File: src/hw/ptw_pkg.sv
/*
 * Sv39 page table walker shared definitions
 * Holds the virtual and physical page number layouts, the page table entry,
 * the walk request and response, and the level, exception and controller
 * state encodings used by every block of the walker
 */

package ptw_pkg;

  // byte offset inside a 4 KiB page
  localparam int unsigned PAGE_OFFSET_W = 12;
  // an Sv39 entry is 8 bytes wide
  localparam int unsigned PTE_SIZE_LOG2 = 3;

  // virtual page number, one 9-bit index per table level
  typedef struct packed {
    logic [8:0] vp2;
    logic [8:0] vp1;
    logic [8:0] vp0;
  } vpn_t;

  // physical page number as it sits inside an entry
  typedef struct packed {
    logic [25:0] p2;
    logic [8:0]  p1;
    logic [8:0]  p0;
  } ppn_t;

  // entry control bits, v is the least significant bit
  typedef struct packed {
    logic d;
    logic a;
    logic g;
    logic u;
    logic x;
    logic w;
    logic r;
    logic v;
  } pte_ctrl_t;

  // full 64-bit page table entry as read from memory
  typedef struct packed {
    logic [9:0]  reserved;
    ppn_t        ppn;
    logic [1:0]  rsw;
    pte_ctrl_t   ctrl;
  } pte_t;

  // Root marks the table root address, not an entry
  // a leaf at L3 maps a gibi-page, at L2 a mebi-page, at L1 a 4 KiB page
  typedef enum logic [1:0] {
    Root,
    L3,
    L2,
    L1
  } pte_level_e;

  typedef enum logic {
    NoException,
    PageFault
  } exception_e;

  // walk request from the TLB
  typedef struct packed {
    vpn_t vpn;
    ppn_t root;
  } ptw_req_t;

  // walk answer to the TLB, level gives the page size of the translation
  typedef struct packed {
    ppn_t       ppn;
    pte_level_e level;
    pte_ctrl_t  ctrl;
    exception_e exc;
  } ptw_resp_t;

  // walk controller states
  typedef enum logic [2:0] {
    Idle,
    Check,
    Fetch,
    Respond,
    WaitDrop
  } ptw_state_e;

endpackage

File: src/hw/pte_checker.sv
/*
 * Page table entry checker
 * Looks at one entry, or at the table root, and tells whether the walk ends
 * here with a translation, ends with a page fault, or goes one level down
 */

`timescale 1ns/1ps

module pte_checker (
  input  ptw_pkg::pte_level_e pte_level_i,
  input  ptw_pkg::ppn_t       ppn_i,
  input  ptw_pkg::pte_ctrl_t  pte_ctrl_i,
  input  logic                chk_en_i,
  output ptw_pkg::exception_e exception_o,
  output logic                done_o
);

  import ptw_pkg::*;

  // an entry with r or x set maps memory, otherwise it points to a table
  logic is_leaf;

  assign is_leaf = pte_ctrl_i.r | pte_ctrl_i.x;

  always_comb begin
    exception_o = NoException;
    done_o      = 1'b0;
    // the root address is never checked, the walk always fetches below it
    if (chk_en_i && (pte_level_i != Root)) begin
      done_o = 1'b1;
      // invalid entries and the reserved w-without-r encoding fault at once
      if (!pte_ctrl_i.v || (pte_ctrl_i.w && !pte_ctrl_i.r)) begin
        exception_o = PageFault;
      end else if (is_leaf) begin
        // the TLB does not set the access bit, so a cleared one faults
        if (!pte_ctrl_i.a) begin
          exception_o = PageFault;
        end else if ((pte_level_i == L3) && ({ppn_i.p1, ppn_i.p0} != '0)) begin
          // a gibi-page must be aligned to 1 GiB
          exception_o = PageFault;
        end else if ((pte_level_i == L2) && (ppn_i.p0 != '0)) begin
          // a mebi-page must be aligned to 2 MiB
          exception_o = PageFault;
        end
      end else if (pte_level_i == L1) begin
        // there is no table below the last level
        exception_o = PageFault;
      end else begin
        // a valid pointer at L3 or L2, keep walking
        done_o = 1'b0;
      end
    end
  end

  // the controller relies on a fault always ending the walk
  always_comb begin
    assert (!((exception_o == PageFault) && !done_o))
      else $error("pte_checker: page fault without done");
    assert (chk_en_i || !done_o)
      else $error("pte_checker: done raised with no check requested");
  end

endmodule

File: src/hw/ptw_mem_port.sv
/*
 * Page table walker memory port
 * Four-phase req/ack master that reads one 64-bit entry per fetch, holds it
 * for the controller and reports completion once the acknowledge has fallen
 */

`timescale 1ns/1ps

module ptw_mem_port #(
  parameter int unsigned PADDR_W = 56
) (
  input  logic               clk_i,
  input  logic               rst_n_i,
  input  logic               fetch_start_i,
  input  logic [PADDR_W-1:0] fetch_addr_i,
  output logic               fetch_done_o,
  output ptw_pkg::pte_t      fetch_pte_o,
  output logic               mem_req_o,
  output logic [PADDR_W-1:0] mem_addr_o,
  input  logic               mem_ack_i,
  input  logic [63:0]        mem_rdata_i
);

  import ptw_pkg::*;

  // PortIdle issues the request, PortWaitAck waits for the ack to rise,
  // PortWaitDrop has dropped the request and waits for the ack to fall
  typedef enum logic [1:0] {
    PortIdle,
    PortWaitAck,
    PortWaitDrop
  } port_state_e;

  port_state_e        state_q;
  logic               mem_req_q;
  logic [PADDR_W-1:0] addr_q;
  pte_t               pte_q;

  always_ff @(posedge clk_i) begin
    if (!rst_n_i) begin
      state_q   <= PortIdle;
      mem_req_q <= 1'b0;
    end else begin
      case (state_q)
        PortIdle: begin
          // the request goes out the cycle after the start pulse
          if (fetch_start_i) begin
            state_q   <= PortWaitAck;
            mem_req_q <= 1'b1;
          end
        end
        PortWaitAck: begin
          // a slow memory simply keeps us here
          if (mem_ack_i) begin
            state_q   <= PortWaitDrop;
            mem_req_q <= 1'b0;
          end
        end
        PortWaitDrop: begin
          if (!mem_ack_i) begin
            state_q <= PortIdle;
          end
        end
        default: state_q <= PortIdle;
      endcase
    end
  end

  // address and read data are captured on the handshake edges only
  always_ff @(posedge clk_i) begin
    if ((state_q == PortIdle) && fetch_start_i) begin
      addr_q <= fetch_addr_i;
    end
    if ((state_q == PortWaitAck) && mem_ack_i) begin
      pte_q <= pte_t'(mem_rdata_i);
    end
  end

  assign mem_req_o    = mem_req_q;
  assign mem_addr_o   = addr_q;
  assign fetch_pte_o  = pte_q;
  // the entry is already held, completion waits only for the ack to fall
  assign fetch_done_o = (state_q == PortWaitDrop) && !mem_ack_i;

  // the memory may sample the address on any cycle of the request
  a_addr_stable : assert property (@(posedge clk_i) disable iff (!rst_n_i)
    mem_req_o |=> !mem_req_o || $stable(mem_addr_o))
    else $error("ptw_mem_port: address changed during a request");

  // the controller has at most one fetch outstanding
  a_no_start_busy : assert property (@(posedge clk_i) disable iff (!rst_n_i)
    fetch_start_i |-> (state_q == PortIdle))
    else $error("ptw_mem_port: fetch started while busy");

endmodule

File: src/hw/ptw_ctrl.sv
/*
 * Page table walk controller
 * Accepts a walk from the TLB, steps from the root down through the levels,
 * computes each entry address, and returns the translation or the fault
 * with a four-phase handshake
 */

`timescale 1ns/1ps

module ptw_ctrl #(
  parameter int unsigned PADDR_W = 56
) (
  input  logic                clk_i,
  input  logic                rst_n_i,
  input  logic                walk_req_i,
  input  ptw_pkg::ptw_req_t   walk_data_i,
  output logic                walk_ack_o,
  output ptw_pkg::ptw_resp_t  walk_resp_o,
  output logic                fetch_start_o,
  output logic [PADDR_W-1:0]  fetch_addr_o,
  input  logic                fetch_done_i,
  input  ptw_pkg::pte_t       fetch_pte_i,
  output ptw_pkg::pte_level_e chk_level_o,
  output ptw_pkg::ppn_t       chk_ppn_o,
  output ptw_pkg::pte_ctrl_t  chk_ctrl_o,
  output logic                chk_en_o,
  input  ptw_pkg::exception_e chk_exc_i,
  input  logic                chk_done_i
);

  import ptw_pkg::*;

  // a ppn shifted by the page offset spans the full Sv39 physical space
  localparam int unsigned FULL_W = $bits(ppn_t) + PAGE_OFFSET_W;

  ptw_state_e        state_q;
  ptw_state_e        state_d;
  pte_level_e        level_q;
  pte_level_e        next_level;
  vpn_t              vpn_q;
  ppn_t              ppn_q;
  pte_ctrl_t         ctrl_q;
  ptw_resp_t         resp_q;
  logic [8:0]        vpn_idx;
  logic [FULL_W-1:0] pte_addr;

  // the level below the current one, L1 has nothing below it
  always_comb begin
    case (level_q)
      Root:    next_level = L3;
      L3:      next_level = L2;
      default: next_level = L1;
    endcase
  end

  // index into the next table comes from the vpn slice of the next level
  always_comb begin
    case (level_q)
      Root:    vpn_idx = vpn_q.vp2;
      L3:      vpn_idx = vpn_q.vp1;
      default: vpn_idx = vpn_q.vp0;
    endcase
  end

  // table base is ppn times the page size, each entry takes eight bytes
  assign pte_addr = (FULL_W'(ppn_q) << PAGE_OFFSET_W) | (FULL_W'(vpn_idx) << PTE_SIZE_LOG2);

  always_comb begin
    state_d = state_q;
    case (state_q)
      Idle: begin
        if (walk_req_i) begin
          state_d = Check;
        end
      end
      // one decision per level, the checker answers in the same cycle
      Check:    state_d = chk_done_i ? Respond : Fetch;
      Fetch: begin
        if (fetch_done_i) begin
          state_d = Check;
        end
      end
      Respond:  state_d = WaitDrop;
      WaitDrop: begin
        // hold the answer until the TLB lets go of the request
        if (!walk_req_i) begin
          state_d = Idle;
        end
      end
      default:  state_d = Idle;
    endcase
  end

  always_ff @(posedge clk_i) begin
    if (!rst_n_i) begin
      state_q <= Idle;
      level_q <= Root;
    end else begin
      state_q <= state_d;
      if ((state_q == Idle) && walk_req_i) begin
        level_q <= Root;
      end else if ((state_q == Fetch) && fetch_done_i) begin
        level_q <= next_level;
      end
    end
  end

  // walk context and the response are plain data registers
  always_ff @(posedge clk_i) begin
    if ((state_q == Idle) && walk_req_i) begin
      vpn_q  <= walk_data_i.vpn;
      ppn_q  <= walk_data_i.root;
      ctrl_q <= '0;
    end else if ((state_q == Fetch) && fetch_done_i) begin
      ppn_q  <= fetch_pte_i.ppn;
      ctrl_q <= fetch_pte_i.ctrl;
    end
    if ((state_q == Check) && chk_done_i) begin
      resp_q <= '{ppn: ppn_q, level: level_q, ctrl: ctrl_q, exc: chk_exc_i};
    end
  end

  assign chk_en_o      = (state_q == Check);
  assign chk_level_o   = level_q;
  assign chk_ppn_o     = ppn_q;
  assign chk_ctrl_o    = ctrl_q;
  // a single cycle pulse, Check is always left on the next edge
  assign fetch_start_o = (state_q == Check) && !chk_done_i;
  assign fetch_addr_o  = pte_addr[PADDR_W-1:0];
  assign walk_ack_o    = (state_q == Respond) || (state_q == WaitDrop);
  assign walk_resp_o   = resp_q;

  // the TLB may sample the response anywhere inside the ack window
  a_resp_stable : assert property (@(posedge clk_i) disable iff (!rst_n_i)
    walk_ack_o |=> !walk_ack_o || $stable(walk_resp_o))
    else $error("ptw_ctrl: response changed while acknowledged");

  // the checker must stop every walk at the last level
  a_no_fetch_below_l1 : assert property (@(posedge clk_i) disable iff (!rst_n_i)
    fetch_start_o |-> (level_q != L1))
    else $error("ptw_ctrl: fetch requested below the last level");

  // the port only completes a fetch that this controller started
  a_done_in_fetch : assert property (@(posedge clk_i) disable iff (!rst_n_i)
    fetch_done_i |-> (state_q == Fetch))
    else $error("ptw_ctrl: fetch completion outside the Fetch state");

endmodule

File: src/hw/ptw_top.sv
/*
 * Sv39 page table walker top level
 * Joins the walk controller, the entry checker and the memory port
 */

`timescale 1ns/1ps

module ptw_top #(
  parameter int unsigned PADDR_W = 56
) (
  input  logic               clk_i,
  input  logic               rst_n_i,
  input  logic               walk_req_i,
  input  ptw_pkg::ptw_req_t  walk_data_i,
  output logic               walk_ack_o,
  output ptw_pkg::ptw_resp_t walk_resp_o,
  output logic               mem_req_o,
  output logic [PADDR_W-1:0] mem_addr_o,
  input  logic               mem_ack_i,
  input  logic [63:0]        mem_rdata_i
);

  import ptw_pkg::*;

  // controller to memory port
  logic               fetch_start;
  logic               fetch_done;
  logic [PADDR_W-1:0] fetch_addr;
  pte_t               fetch_pte;

  // controller to checker and back
  pte_level_e         chk_level;
  ppn_t               chk_ppn;
  pte_ctrl_t          chk_ctrl;
  logic               chk_en;
  logic               chk_done;
  exception_e         chk_exc;

  ptw_ctrl #(
    .PADDR_W (PADDR_W)
  ) ptw_ctrl_i (
    .clk_i         (clk_i),
    .rst_n_i       (rst_n_i),
    .walk_req_i    (walk_req_i),
    .walk_data_i   (walk_data_i),
    .walk_ack_o    (walk_ack_o),
    .walk_resp_o   (walk_resp_o),
    .fetch_start_o (fetch_start),
    .fetch_addr_o  (fetch_addr),
    .fetch_done_i  (fetch_done),
    .fetch_pte_i   (fetch_pte),
    .chk_level_o   (chk_level),
    .chk_ppn_o     (chk_ppn),
    .chk_ctrl_o    (chk_ctrl),
    .chk_en_o      (chk_en),
    .chk_exc_i     (chk_exc),
    .chk_done_i    (chk_done)
  );

  pte_checker pte_checker_i (
    .pte_level_i (chk_level),
    .ppn_i       (chk_ppn),
    .pte_ctrl_i  (chk_ctrl),
    .chk_en_i    (chk_en),
    .exception_o (chk_exc),
    .done_o      (chk_done)
  );

  ptw_mem_port #(
    .PADDR_W (PADDR_W)
  ) ptw_mem_port_i (
    .clk_i         (clk_i),
    .rst_n_i       (rst_n_i),
    .fetch_start_i (fetch_start),
    .fetch_addr_i  (fetch_addr),
    .fetch_done_o  (fetch_done),
    .fetch_pte_o   (fetch_pte),
    .mem_req_o     (mem_req_o),
    .mem_addr_o    (mem_addr_o),
    .mem_ack_i     (mem_ack_i),
    .mem_rdata_i   (mem_rdata_i)
  );

endmodule

File: config.mk
export PLATFORM = sky130hd
export DESIGN_NAME = ptw_top
export DESIGN_NICKNAME = d
export VERILOG_FILES = /design/src/hw/ptw_pkg.sv /design/src/hw/pte_checker.sv /design/src/hw/ptw_mem_port.sv /design/src/hw/ptw_ctrl.sv /design/src/hw/ptw_top.sv
export SDC_FILE = /design/constraint.sdc
export NUM_CORES = 1
export LEC_CHECK = 0
export ABC_AREA = 1
export BUFFER_PORTS_ARGS = -buffer_cell sky130_fd_sc_hd__clkbuf_2
export CAP_MARGIN = 10
export CELL_PAD_IN_SITES_DETAIL_PLACEMENT = 0
export CELL_PAD_IN_SITES_GLOBAL_PLACEMENT = 2
export CORE_UTILIZATION = 36
export DETAILED_ROUTE_END_ITERATION = 10
export PLACE_DENSITY_LB_ADDON = 0.08
export SLEW_MARGIN = 30
export SYNTH_ARGS = -nofsm -noshare
export SYNTH_HDL_FRONTEND = slang
export SYNTH_HIERARCHICAL = 1
export SYNTH_SLANG_ARGS = --single-unit
File: constraint.sdc
create_clock -name clk_i -period 4.46 [get_ports clk_i]
set_input_delay 0.892 -clock clk_i [delete_from_list [all_inputs] [get_ports clk_i]]
set_output_delay 0.892 -clock clk_i [all_outputs]
set_load 0.05 [all_outputs]
=== Word-level counts from Yosys, hierarchy flattened ===
Cells that the tools add are included.

* Output and inout bits: 113
* Word-level logic and storage cells: 115
* Register bits after elaboration: 250
* Input port bits: 139

* Reductions and logical operators: 29
* Eq/ne operators: 15
* Muxes and demuxes: 25
* Bitwise logic cells: 3

{| class="wikitable"
|+ Operators by type and width
! operator !! number
|-
| 44-bit two-way mux || 2
|-
| 56-bit by 12-bit bitwise OR with 56-bit output || 1
|-
| 9-bit case mux with 2 select lines || 1
|-
| 18-bit nonzero test || 1
|-
| 3-bit case mux with 5 select lines || 1
|-
| 1-bit two-way mux || 12
|-
| 1-bit logical AND || 11
|-
| 3-bit two-way mux || 3
|-
| 3-bit AND reduction || 3
|-
| 9-bit nonzero test || 1
|-
| 2-bit inequality test, second input constant || 4
|-
| 2-bit == test, second input constant || 3
|-
| 3-bit by 2-bit == test with 1-bit output, second input constant || 2
|-
| 2-bit two-way mux || 3
|-
| 2-bit case mux with 3 select lines || 1
|-
| 2-bit nonzero test || 3
|-
| 2-bit by 1-bit == test with 1-bit output, second input constant || 2
|-
| 1-bit zero test || 4
|-
| 2-bit zero test || 2
|-
| 2-bit by 1-bit inequality test with 1-bit output, second input constant || 2
|-
| 2-bit case mux with 2 select lines || 1
|-
| 3-bit by 1-bit == test with 1-bit output, second input constant || 1
|-
| 3-bit == test, second input constant || 1
|-
| 3-bit zero test || 1
|-
| 5 further kinds || 6
|}

=== Longest topological paths before layout ===
* Depth after elaboration: 9
* Mapped depth: 9
* Mapped depth without buffers: 9

=== Cells and area by module ===
The synthesis kept the hierarchy.

{| class="wikitable"
|+ By module, submodules not included
! module !! cells each !! area each (µm²) !! instances !! sequential area each (µm²)
|-
| ptw_ctrl || 428 || 5435.2 || 1 || 4043.9
|-
| ptw_mem_port || 139 || 3738.6 || 1 || 3663.5
|-
| pte_checker || 34 || 166.4 || 1 || 0.0
|}

=== Worst setup path after synthesis ===
No wires, ideal clock.

* Path type: register -> register
* From: reg ptw_ctrl_i.state_q[1]
* To: reg ptw_ctrl_i.resp_q (netlist bit ptw_ctrl_i/walk_resp_o[0]), enable pin
* Data arrival time: 3.293 ns
* Setup slack: 0.699 ns
* Path buffers: 0
* Setup time: 0.468 ns
* Clock period less this slack: 3.761 ns
* Stages on the path, launching flop included: 8
* Path through: dfxtp_1 -> inv_2 -> nand3_1 -> inv_1 -> o21ai_1 -> a41oi_2 -> inv_1 -> nor2_1

* Longest elaborated chain between the ends: 4

{| class="wikitable"
|+ Ends and longest elaborated chain
! what !! RTL line !! source
|-
| from (decl) || ptw_ctrl.sv:36 || <nowiki>ptw_state_e state_q;</nowiki>
|-
| from (signal assigned) || ptw_ctrl.sv:96 || <nowiki>state_q <= Idle;</nowiki>
|-
| from (signal assigned) || ptw_ctrl.sv:99 || <nowiki>state_q <= state_d;</nowiki>
|-
| 3-bit by 1-bit == test with 1-bit output || ptw_ctrl.sv:123 || <nowiki>assign chk_en_o = (state_q == Check);</nowiki>
|-
| net chk_en || ptw_top.sv:35 || <nowiki>logic chk_en;</nowiki>
|-
| 1-bit logical AND || pte_checker.sv:29 || <nowiki>if (chk_en_i && (pte_level_i != Root)) begin</nowiki>
|-
| 1-bit two-way mux || pte_checker.sv:29 ||
|-
| net chk_done || ptw_top.sv:36 || <nowiki>logic chk_done;</nowiki>
|-
| 1-bit logical AND || ptw_ctrl.sv:118 || <nowiki>if ((state_q == Check) && chk_done_i) begin</nowiki>
|-
| to (signal assigned) || ptw_ctrl.sv:119 || <nowiki>resp_q <= '{ppn: ppn_q, level: level_q, ctrl: ctrl_q, exc: chk_exc_i};</nowiki>
|-
| to (decl) || ptw_ctrl.sv:43 || <nowiki>ptw_resp_t resp_q;</nowiki>
|}

The timed path passes the listed nets, and every way through them passes these cells.
A chain may end at the register's enable or synchronous reset.

=== Worst setup path in the final report ===
* From: reg ptw_ctrl_i.state_q[1]
* To: reg ptw_mem_port_i.addr_q[32] (netlist: ptw_mem_port_i/mem_addr_o[32]), enable pin

* Longest elaborated chain between the ends: 6

{| class="wikitable"
|+ Ends and longest elaborated chain
! what !! RTL line !! source
|-
| 3-bit by 1-bit == test with 1-bit output || ptw_ctrl.sv:123 ||
|-
| net chk_en || ptw_top.sv:35 ||
|-
| 1-bit logical AND || pte_checker.sv:29 ||
|-
| 1-bit two-way mux || pte_checker.sv:29 ||
|-
| net chk_done || ptw_top.sv:36 ||
|-
| 1-bit zero test || ptw_ctrl.sv:128 || <nowiki>assign fetch_start_o = (state_q == Check) && !chk_done_i;</nowiki>
|-
| 1-bit logical AND || ptw_ctrl.sv:128 ||
|-
| net fetch_start || ptw_top.sv:26 || <nowiki>logic fetch_start;</nowiki>
|-
| 1-bit logical AND || ptw_mem_port.sv:71 || <nowiki>if ((state_q == PortIdle) && fetch_start_i) begin</nowiki>
|-
| to (signal assigned) || ptw_mem_port.sv:72 || <nowiki>addr_q <= fetch_addr_i;</nowiki>
|-
| to (decl) || ptw_mem_port.sv:36 || <nowiki>logic [PADDR_W-1:0] addr_q;</nowiki>
|}

The timed path passes the listed nets, and every way through them passes these cells.

==> qor.csv <==
stage,metric,value,unit
setup_path,CP endpoint kind,register,
routing,Via density,4.29,
logic_synthesis,cells after synthesis,589,
cells_and_area,fin cells,1150,
timing,Slew Limit Fails,0,
cells_and_area,share of cells above drive strength 1,0.358,
clock_network,PostCTS Resize Cnt,0,
clock_network,Bufs on Longest Clock Path,3,
global_routing,grt total ovfl,0,
global_routing,antenna violations before repair,1,
setup_path,slowest CP cell,buf_4,
cells_and_area,diodes inserted,0,
routing,Post-route DRC,0,
routing,Post-DRT Antenna Nets,0,
global_routing,largest net degree at the start of global routing,72,
timing,unrepaired setup endpoints after global routing,false,
die,die width,160,um
clock_network,CTS tree,done,
clock_network,TritonCTS Buffers,27,
place,Post-Place Cells,1102,
timing,Peak Freq,362,MHz
status,status,"finished, final reports clean",
logic_synthesis,yosys warns,6,
global_routing,GRT Util Overall,0.143,
die,Ports,252,
cells_and_area,Nets,946,
setup_path,Buffers & Inverters on Critical Path,4,
logic_synthesis,cell area after synthesis,0.00898,sq mm
setup_path,critical path's top delay family,buffers and inverters,
place,Final Wtd Congestion,0.729,
routing,initial drt markers,204,
die,Die Span Y,160,um
flow_run,Max-cap violations,0,
timing,Worst Clk Skew,0.00614,ns
setup_path,CP Launch Type,register,
place,Final HPWL DP,12400,um
routing,routed len/inst,15.9,um
power_and_ir_drop,pwr dens,553,mW/mm^2
clock_network,H-tree depth,1,
routing,First-pass DRT Iterations,4,
worst_hold_path,worst min-delay path category,register to register,
timing,Slew headroom,0.434,
timing,Sum Neg Setup Slack,0,ns
setup_path,WP data arrival,2.92,ns
die,CORE AREA,0.0244,sq mm
setup_path,CP cell instances,"inv_2, nand3_1, inv_1, o21ai_1, a41oi_2, nor2_1, nand2_1, inv_2, buf_4",
place,PortBufs,239,
global_routing,first-pass GRT wire length,27900,um
setup_path,Crit path required time,4.62,ns
logic_synthesis,synthesized area per cell,15.2,sq um
clock_network,cts hold-fix bufs,0,
power_and_ir_drop,VDD IR max,0.262,mV
setup_path,crit-path max FO,32,
timing,Period minus WS final,2.76,ns
global_routing,vias in the first global route,4981,
die,Die ar.,0.0256,sq mm
timing,final setup vio count,0,
cells_and_area,Layout area overhead,22.6,%
timing,"Period Utilization, post-route",0.620,
clock_network,clock latency on the worst-skew pair,0.51,ns
timing,worst slew pin tran,0.849,ns
setup_path,reg2reg setup slack,1.70,ns
setup_path,CP peak stage delay,0.51,ns
setup_path,critical path's most frequent cell,inv_2,
die,Cell Rows,57,
clock_network,post-CTS setup buffer count,0,
routing,vias,4930,
setup_path,Crit Path Class,register to register,
power_and_ir_drop,Static Leakage,4.40,nW
clock_network,clock sink total,250,
timing,Fin. Hold Viols,0,
die,Starting Density,0.368,
timing,hold_ws,0.435,ns
clock_network,Clock transition at path regs,0.06,ns
routing,routed wire length,18300,um
clock_network,Root Buffer,clkbuf_16,
-- power breakdown --
part	switching [mW]	total (mW)	internal [mW]
sequential	0.105	3.10	3.00
clock	0.848	2.01	1.16
combinational	0.781	0.979	0.198
total	1.73	6.09	4.35
-- stage by stage --
step / power [mW] / instance area (sq um) / worst slack [ns] / utilization
CTS: 6.20 / 11000 / 1.59 / 0.451
global route: 6.36 / 11000 / 1.46 / 0.451
floorplan: 3.96 / 8990 / 0.699 / -
global placement: 4.14 / 10200 / 1.32 / 0.419
finish: 6.09 / 11000 / 1.70 / 0.451
detailed placement: 4.17 / 10200 / 1.29 / 0.419
-- layout make-up --
type                            count  area, sq um
Clock inverter                     16          100
Inverter                           28          109
Multi-Input combinational cell    255         1110
Sequential cell                   250         7350
Tap cell                          324          405
Fill cell                        2279        13400
Clock buffer                       32          694
Timing Repair Buffer              245         1240
-- registers in the layout, summed over array words and instances (netlist names) --
register / count
ptw_ctrl_i/chk_ctrl_o: 8
ptw_ctrl_i/chk_level_o: 2
ptw_ctrl_i/state_q: 3
ptw_mem_port_i/mem_req_o: 1
ptw_mem_port_i/fetch_pte_o: 52
ptw_mem_port_i/state_q: 2
ptw_ctrl_i/walk_resp_o: 55
ptw_ctrl_i/vpn_q: 27
ptw_mem_port_i/mem_addr_o: 56
ptw_ctrl_i/chk_ppn_o: 44
-- final timing paths --
| path | depth (start not counted) | end | start |
|---|---|---|---|
| worst min register to register | 0 | ptw_ctrl_i/walk_resp_o[5]$_DFFE_PP_ | ptw_ctrl_i/chk_ctrl_o[4]$_SDFFE_PN0P_ |
| worst max-delay path | 9 | ptw_mem_port_i/mem_addr_o[32]$_DFFE_PP_ | ptw_ctrl_i/state_q[1]$_SDFFE_PN0P_ |
| worst max register to register | 9 | ptw_mem_port_i/mem_addr_o[32]$_DFFE_PP_ | ptw_ctrl_i/state_q[1]$_SDFFE_PN0P_ |
| worst min-delay path | 0 | ptw_ctrl_i/walk_resp_o[5]$_DFFE_PP_ | ptw_ctrl_i/chk_ctrl_o[4]$_SDFFE_PN0P_ |
-- cell usage in the layout, fill, tap and decap left out, drive strengths merged, types with 2 or more instances in the layout --
master,count
nor3b,2
clkbuf,271
buf,6
a21oi,14
o21ai,10
dfxtp,16
conb,3
nand4,2
edfxtp,234
clkinv,15
clkinvlp,2
nand3b,2
nor2,19
inv,26
nand3,19
nand2,179
-- routing by layer --
layer | routed length [um] | vias up | GRT usage
met5 | 0 | - | 0
met4 | 280 | 0 | 0.0359
met3 | 1410 | 24 | 0.0377
met2 | 9130 | 185 | 0.252
met1 | 7440 | 2288 | 0.173
li1 | - | 2433 | -
(Power assumes the default switching activity.)
